<file path="config.mk">
export PLATFORM = sky130hd
export DESIGN_NAME = cfg_loader_top
export DESIGN_NICKNAME = d
export VERILOG_FILES = /design/src/source/cfg_loader_pkg.sv /design/src/source/response_window_filter.sv /design/src/source/config_word_decoder.sv /design/src/source/config_fifo.sv /design/src/source/cfg_loader_top.sv
export SDC_FILE = /design/constraint.sdc
export NUM_CORES = 1
export LEC_CHECK = 0
export BUFFER_PORTS_ARGS = -buffer_cell sky130_fd_sc_hd__buf_2
export CAP_MARGIN = 20
export CORE_MARGIN = 8
export CORE_UTILIZATION = 55
export DETAILED_ROUTE_END_ITERATION = 10
export PLACE_DENSITY = 0.71
export RECOVER_POWER = 50
export SYNTH_ARGS = -nofsm -noshare
export SYNTH_HDL_FRONTEND = slang
export SYNTH_SLANG_ARGS = --single-unit
</file>
<file path="constraint.sdc">
create_clock -name ap_clk -period 9.2 [get_ports ap_clk]
set_input_delay 1.84 -clock ap_clk [delete_from_list [all_inputs] [get_ports ap_clk]]
set_output_delay 1.84 -clock ap_clk [all_outputs]
set_load 0.02 [all_outputs]
</file>
<file path="src/source/cfg_loader_pkg.sv">
// Configuration loader shared definitions
package cfg_loader_pkg;

    // ------------------------------------------------------------------------
    // Widths and window constants
    // ------------------------------------------------------------------------
    localparam int cfg_data_width    = 32;
    localparam int cfg_offset_width  = 16;
    localparam int cfg_seq_length    = 16;
    localparam int cfg_window_base   = 16;
    localparam int cfg_window_limit  = cfg_window_base + cfg_seq_length;
    localparam int cfg_fifo_depth    = 4;
    localparam int cfg_cmd_width     = 4;
    localparam int cfg_channel_width = 4;
    localparam int cfg_buffer_width  = 8;

    localparam int cfg_fifo_ptr_width   = $clog2(cfg_fifo_depth);
    localparam int cfg_fifo_count_width = $clog2(cfg_fifo_depth + 1);

    // ------------------------------------------------------------------------
    // Response word and its decoded views
    // ------------------------------------------------------------------------
    typedef union packed {
        logic [cfg_data_width-1:0] raw;
        // Position 0, mode bits from bit 0 upwards
        struct packed {
            logic [cfg_data_width-6:0] reserved;
            logic                      mode_counter;
            logic                      mode_buffer;
            logic                      mode_sequence;
            logic                      decrement;
            logic                      increment;
        } flags;
        // Position 4
        struct packed {
            logic                      direction;
            logic [cfg_data_width-2:0] granularity;
        } shift;
        // Position 5, command in the low bits
        struct packed {
            logic [cfg_data_width-cfg_cmd_width-cfg_channel_width-1:0] reserved;
            logic [cfg_channel_width-1:0]                              id_channel;
            logic [cfg_cmd_width-1:0]                                  cmd;
        } route;
    } config_word_u;

    typedef struct packed {
        logic                        valid;
        logic [cfg_offset_width-1:0] offset;
        config_word_u                data;
    } mem_response_t;

    // ------------------------------------------------------------------------
    // Configuration record
    // ------------------------------------------------------------------------
    typedef struct packed {
        logic                         increment;
        logic                         decrement;
        logic                         mode_sequence;
        logic                         mode_buffer;
        logic                         mode_counter;
        logic [cfg_data_width-1:0]    index_start;
        logic [cfg_data_width-1:0]    index_end;
        logic [cfg_data_width-1:0]    stride;
        logic [cfg_data_width-2:0]    granularity;
        logic                         direction;
        logic [cfg_cmd_width-1:0]     cmd;
        logic [cfg_channel_width-1:0] id_channel;
        logic [cfg_buffer_width-1:0]  id_buffer;
        logic [cfg_data_width-1:0]    array_size;
        logic [3:0]                   const_mask;
        logic [cfg_data_width-1:0]    const_value;
        logic [15:0]                  ops_mask;
    } config_record_t;

    typedef struct packed {
        logic           valid;
        config_record_t record;
    } config_out_t;

endpackage

</file>
<file path="src/source/response_window_filter.sv">
// Response window filter
`timescale 1ns/1ps

module response_window_filter (
    input  logic                          ap_clk,
    input  logic                          reset,
    input  cfg_loader_pkg::mem_response_t response_in,
    output cfg_loader_pkg::mem_response_t word_in
);

    import cfg_loader_pkg::*;

    mem_response_t response_q;
    logic          in_window;

    // ------------------------------------------------------------------------
    // Input register
    // ------------------------------------------------------------------------
    always_ff @(posedge ap_clk) begin
        response_q.offset <= response_in.offset;
        response_q.data   <= response_in.data;
        if (reset) begin
            response_q.valid <= 1'b0;
        end else begin
            response_q.valid <= response_in.valid;
        end
    end

    // ------------------------------------------------------------------------
    // Window test
    // ------------------------------------------------------------------------
    // Upper bound excluded, so exactly one sequence worth of offsets
    assign in_window = (response_q.offset >= cfg_offset_width'(cfg_window_base)) &
                       (response_q.offset <  cfg_offset_width'(cfg_window_limit));

    always_comb begin
        word_in       = response_q;
        word_in.valid = response_q.valid & in_window;
    end

endmodule

</file>
<file path="src/source/config_word_decoder.sv">
// Configuration word decoder
`timescale 1ns/1ps

module config_word_decoder (
    input  logic                          ap_clk,
    input  logic                          reset,
    input  cfg_loader_pkg::mem_response_t word_in,
    output cfg_loader_pkg::config_out_t   record_push
);

    import cfg_loader_pkg::*;

    logic [cfg_seq_length-1:0] position_q;
    logic                      seq_idle;
    logic                      seq_start;
    logic                      done_q;
    logic                      word_valid_q;
    config_word_u              word_q;
    config_record_t            record_q;

    // ------------------------------------------------------------------------
    // Sequence tracking
    // ------------------------------------------------------------------------
    // Top position means the last word is in, so a new base word may start
    assign seq_idle  = (position_q == '0) | position_q[cfg_seq_length-1];
    assign seq_start = seq_idle & (word_in.offset == cfg_offset_width'(cfg_window_base));

    always_ff @(posedge ap_clk) begin
        if (reset) begin
            position_q   <= '0;
            done_q       <= 1'b0;
            word_valid_q <= 1'b0;
        end else begin
            done_q       <= position_q[cfg_seq_length-1];
            word_valid_q <= word_in.valid;
            if (word_in.valid) begin
                if (seq_start) begin
                    position_q <= cfg_seq_length'(1);
                end else if (seq_idle) begin
                    position_q <= '0;
                end else begin
                    position_q <= position_q << 1;
                end
            end else if (position_q[cfg_seq_length-1]) begin
                position_q <= '0;
            end
        end
    end

    // ------------------------------------------------------------------------
    // Position decode
    // ------------------------------------------------------------------------
    always_ff @(posedge ap_clk) begin
        word_q <= word_in.data;
    end

    // Position register and held word line up in the same cycle
    always_ff @(posedge ap_clk) begin
        if (word_valid_q) begin
            case (1'b1)
                position_q[0]: begin
                    record_q.increment     <= word_q.flags.increment;
                    record_q.decrement     <= word_q.flags.decrement;
                    record_q.mode_sequence <= word_q.flags.mode_sequence;
                    record_q.mode_buffer   <= word_q.flags.mode_buffer;
                    record_q.mode_counter  <= word_q.flags.mode_counter;
                end
                position_q[1]: begin
                    record_q.index_start <= word_q.raw;
                end
                position_q[2]: begin
                    record_q.index_end <= word_q.raw;
                end
                position_q[3]: begin
                    record_q.stride <= word_q.raw;
                end
                position_q[4]: begin
                    record_q.granularity <= word_q.shift.granularity;
                    record_q.direction   <= word_q.shift.direction;
                end
                position_q[5]: begin
                    record_q.cmd        <= word_q.route.cmd;
                    record_q.id_channel <= word_q.route.id_channel;
                end
                position_q[6]: begin
                    record_q.id_buffer <= word_q.raw[cfg_buffer_width-1:0];
                end
                position_q[7]: begin
                    record_q.array_size <= word_q.raw;
                end
                position_q[8]: begin
                    record_q.const_mask <= word_q.raw[3:0];
                end
                position_q[9]: begin
                    record_q.const_value <= word_q.raw;
                end
                position_q[10]: begin
                    record_q.ops_mask <= word_q.raw[15:0];
                end
                // Reserved positions 11 to 15
                default: begin
                    record_q <= record_q;
                end
            endcase
        end
    end

    // ------------------------------------------------------------------------
    // Record output
    // ------------------------------------------------------------------------
    always_ff @(posedge ap_clk) begin
        record_push.record <= record_q;
        if (reset) begin
            record_push.valid <= 1'b0;
        end else begin
            record_push.valid <= done_q;
        end
    end

endmodule

</file>
<file path="src/source/config_fifo.sv">
// Configuration record FIFO
`timescale 1ns/1ps

module config_fifo (
    input  logic                        ap_clk,
    input  logic                        reset,
    input  cfg_loader_pkg::config_out_t record_push,
    input  logic                        rd_en,
    output cfg_loader_pkg::config_out_t config_out,
    output logic                        full,
    output logic                        empty
);

    import cfg_loader_pkg::*;

    config_record_t                  mem [cfg_fifo_depth];
    logic [cfg_fifo_ptr_width-1:0]   wr_ptr;
    logic [cfg_fifo_ptr_width-1:0]   rd_ptr;
    logic [cfg_fifo_count_width-1:0] count;
    logic                            push_en;
    logic                            pop_en;

    function automatic logic [cfg_fifo_ptr_width-1:0] next_ptr(
        input logic [cfg_fifo_ptr_width-1:0] ptr
    );
        if (ptr == cfg_fifo_ptr_width'(cfg_fifo_depth - 1)) begin
            return '0;
        end
        return ptr + 1'b1;
    endfunction

    assign full    = (count == cfg_fifo_count_width'(cfg_fifo_depth));
    assign empty   = (count == '0);
    // Full drops the push, never stalls the decoder
    assign push_en = record_push.valid & ~full;
    assign pop_en  = rd_en & ~empty;

    // ------------------------------------------------------------------------
    // Pointers and occupancy
    // ------------------------------------------------------------------------
    always_ff @(posedge ap_clk) begin
        if (reset) begin
            wr_ptr <= '0;
            rd_ptr <= '0;
            count  <= '0;
        end else begin
            if (push_en) begin
                wr_ptr <= next_ptr(wr_ptr);
            end
            if (pop_en) begin
                rd_ptr <= next_ptr(rd_ptr);
            end
            case ({push_en, pop_en})
                2'b10:   count <= count + 1'b1;
                2'b01:   count <= count - 1'b1;
                default: count <= count;
            endcase
        end
    end

    // ------------------------------------------------------------------------
    // Storage and registered read
    // ------------------------------------------------------------------------
    always_ff @(posedge ap_clk) begin
        if (push_en) begin
            mem[wr_ptr] <= record_push.record;
        end
        if (pop_en) begin
            config_out.record <= mem[rd_ptr];
        end
    end

    always_ff @(posedge ap_clk) begin
        if (reset) begin
            config_out.valid <= 1'b0;
        end else begin
            config_out.valid <= pop_en;
        end
    end

endmodule

</file>
<file path="src/source/cfg_loader_top.sv">
// Configuration loader top level
`timescale 1ns/1ps

module cfg_loader_top (
    input  logic                          ap_clk,
    input  logic                          reset,
    input  cfg_loader_pkg::mem_response_t response_in,
    input  logic                          config_rd_en,
    output cfg_loader_pkg::config_out_t   config_out,
    output logic                          config_full,
    output logic                          config_empty
);

    import cfg_loader_pkg::*;

    mem_response_t word_in;
    config_out_t   record_push;

    // ------------------------------------------------------------------------
    // Window filter, one register stage
    // ------------------------------------------------------------------------
    response_window_filter u_filter (
        .ap_clk      (ap_clk),
        .reset       (reset),
        .response_in (response_in),
        .word_in     (word_in)
    );

    // ------------------------------------------------------------------------
    // Sequence decoder
    // ------------------------------------------------------------------------
    config_word_decoder u_decoder (
        .ap_clk      (ap_clk),
        .reset       (reset),
        .word_in     (word_in),
        .record_push (record_push)
    );

    // ------------------------------------------------------------------------
    // Output queue
    // ------------------------------------------------------------------------
    config_fifo u_fifo (
        .ap_clk      (ap_clk),
        .reset       (reset),
        .record_push (record_push),
        .rd_en       (config_rd_en),
        .config_out  (config_out),
        .full        (config_full),
        .empty       (config_empty)
    );

endmodule

</file>
==> run summary <==
Status - complete, but fails checks
Failing checks - max-capacitance violations, max-slew violations
Synth Register Bits - 1739
CTS clk-pin slew, worst paths - 0.06 ns
Most frequent cells in the layout - 1398 x edfxtp_1, 339 x dfxtp_1, 285 x buf_2
Post-synth ARST share - 0
Critical Path RT - 9.76 ns
Total core area - 99700 um2
Vias/cell - 5.50
Dpl cells - 3687
Clock sink count - 1739
DR WL/cell - 25.1 um
Area share of the largest cell type after synthesis - 0.762
Netlist cell types - 38
Mapped cell area - 55100 um2
# IOs - 288
Drt total wl - 100000 um
Site row count - 116
Commonest non-fill, non-tap cell in the layout - edfxtp_1
# DRC - 0
Reg-to-Reg Start - u_fifo.rd_ptr[1]$_SDFFE_PP0P_
Final setup TNS - 0 ns
Final core utilization - 0.637
Initial DRT Pass Iterations - 5
Non-Filler Instances - 3993
RSZ-0062 raised after global routing - no
Hold Buf Count CTS - 0
Synth area leaders - edfxtp_1 76%, dfxtp_1 12%, mux4_2 9.5%
Synthesis Warnings - 0
Worst hold path depth - 0
Final hold vios - 0
GPL Wtd Cong - 0.742
Slew Viols, Final - 274
Post-route clock period utilization - 0.553
Synth Area in XOR/XNOR - 0.000318
Final instance area - 63500 um2
H-tree levels - 4
Remaining Overflow, GRT - 0
Register-to-register setup slack - 4.11 ns
CTS tree - yes
Setup violations, final - 0
Synth Flop Type - edfxtp_1
Cells after synthesis - 2138
Largest net degree at the start of global routing - 140
Worst reg2reg endpoint - u_fifo.config_out[182]$_DFFE_PP_
Critical path type - flip-flop to flip-flop
Max-cap violations - 6
Wire length of the first global-routing pass - 149000 um
Main combinational cell family by area after synthesis - multiplexers
Beginning of the worst hold path - u_filter.word_in[0]$_DFF_P_
Starting Density - 0.553
Clk buf depth - 3
Worst-Skew Late Latency - 0.74 ns
Crit. End Element - flip-flop
Clk root buf - clkbuf_16
Final net count - 2616
Critical path fanouts, max - 139
GRT Util Overall - 0.180
Final Critical Period - 5.09 ns
Synth Area in Adders - 0.00173
Leakage - 20.8 nW
Vias in the first global route - 23400
Max_slew headroom - -1.83
Clk_skew - 0.0245 ns
Register area share after synthesis - 0.886
CTS Buf Count - 165
Worst Tran Pin Value - 4.25 ns
Post-detailed-route count of antenna-violating nets - 0
Pwr dens - 237 nW/um2
P&R area growth vs syn - 15.3%
Startpoint Class - flip-flop
Peak VDD IR - 0.141 mV
Port-buffer cells - 287
Post-synth EDFFs - 1398
Worst hold path class - flip-flop to flip-flop
Worst hold endpoint - u_decoder.word_q[0]$_DFF_P_
Compound-Gate Fraction of Synth Area - 0.000908
Vias post-DR - 22000
Setup bufs post-CTS - 0
DP HPWL - 52700 um
DP Area - 58200 um2
Chip Height - 333 um
Layout cells sized above 1 - 0.293
Die area - 111000 um2
Synth area leader - edfxtp_1
Simple-gate share of the synthesized area - 0.00781
Filler cells - 6387
Resize count post-CTS - 0
Initial antenna violation count - 3
FF-to-FF path depth - 2
Synthesized Nets - 2197
Die Span X - 333 um
Initial DRC Count - 1904
FMAX - 196 MHz
Post-Syn Area per Cell - 25.8 um2
CP arrival - 5.65 ns
Mux contribution to synthesized area - 0.0981
==> stage by stage <==
stage               total power, mW  setup WS, ns  hold WS, ns
global route                   15.5          3.84        0.329
finish                         15.1          4.11        0.325
global placement               8.62          4.84        0.311
CTS                            15.2          5.59        0.325
detailed placement             8.63          4.82        0.312
floorplan                      8.59         0.932        0.310
==> registers in the layout, summed over array words and instances, names as in the netlist, 2 cells and up <==
| register | count |
|---|---|
| u_decoder.position_q | 16 |
| u_filter.word_in | 48 |
| u_fifo.config_out | 234 |
| u_decoder.record_push | 234 |
| u_decoder.record_q | 233 |
| u_fifo.count | 3 |
| u_decoder.word_q | 32 |
| u_fifo.rd_ptr | 2 |
| u_fifo.wr_ptr | 2 |
| u_fifo.mem | 932 |
==> Yosys cell counts (2+ instances only) <==
cell type     n
buf_1        12
a21oi_1       4
nor2_1       27
mux2i_1      16
nor2b_1       4
xor2_1        2
nand2_1       2
or3_1         2
mux4_2      233
and2_1        7
nor3b_1       5
inv_1         8
clkbuf_1     12
buf_2        26
nor4_1        2
and3_1        4
ha_1          6
dfxtp_1     341
buf_4         6
nor3_1        4
edfxtp_1   1398
==> metal layers <==
metal  part of all wire  global-route usage
met5            0.00010                   0
met4              0.022              0.0535
met3              0.055              0.0372
met2               0.50               0.298
met1               0.42               0.244
==> where the power goes <==
part | total, mW | leakage (nW) | internal, mW | switching (mW)
combinational | 0.0137 | 2.76 | 0.00804 | 0.00562
clock | 6.61 | 2.64 | 3.88 | 2.73
sequential | 8.44 | 15.4 | 8.41 | 0.0333
total | 15.1 | 20.8 | 12.3 | 2.77
==> area by class of cell <==
class / instances / area [um2] / share of cell area
clock buffer: 234 / 4660 / 0.0734
antenna: 1 / 2.50 / 0.0000394
tap: 1298 / 1620 / 0.0256
timing repair buffer: 308 / 1650 / 0.0260
inverter: 8 / 37.5 / 0.000591
clock inverter: 70 / 741 / 0.0117
multi-input combinational: 335 / 6010 / 0.0945
sequential: 1739 / 48800 / 0.768
==> logic make-up after synthesis <==
family | count (synthesis)
flops | 1739
mux | 249
simple gates | 69
buf+inv | 64
compound gates | 8
fa+ha+maj | 7
xor+xnor | 2
==> worst max-delay path, stage by stage (launching register included) <==
cell and delay, ns:
dfxtp_4 0.85, clkbuf_2 2.94, mux4_2 0.80
==> worst max path at each step <==
stage	start	endpoint	depth (start not counted)
after floorplan	config_rd_en	u_fifo.count[2]$_SDFFE_PP0P_	8
after global placement	config_rd_en	u_fifo.count[2]$_SDFFE_PP0P_	9
after detailed placement	config_rd_en	u_fifo.count[2]$_SDFFE_PP0P_	9
after CTS	config_rd_en	u_fifo.count[2]$_SDFFE_PP0P_	9
after global routing	u_fifo.rd_ptr[1]$_SDFFE_PP0P_	u_fifo.config_out[182]$_DFFE_PP_	2
final	u_fifo.rd_ptr[1]$_SDFFE_PP0P_	u_fifo.config_out[182]$_DFFE_PP_	2
Note: power is estimated with default switching activity, not from simulation.
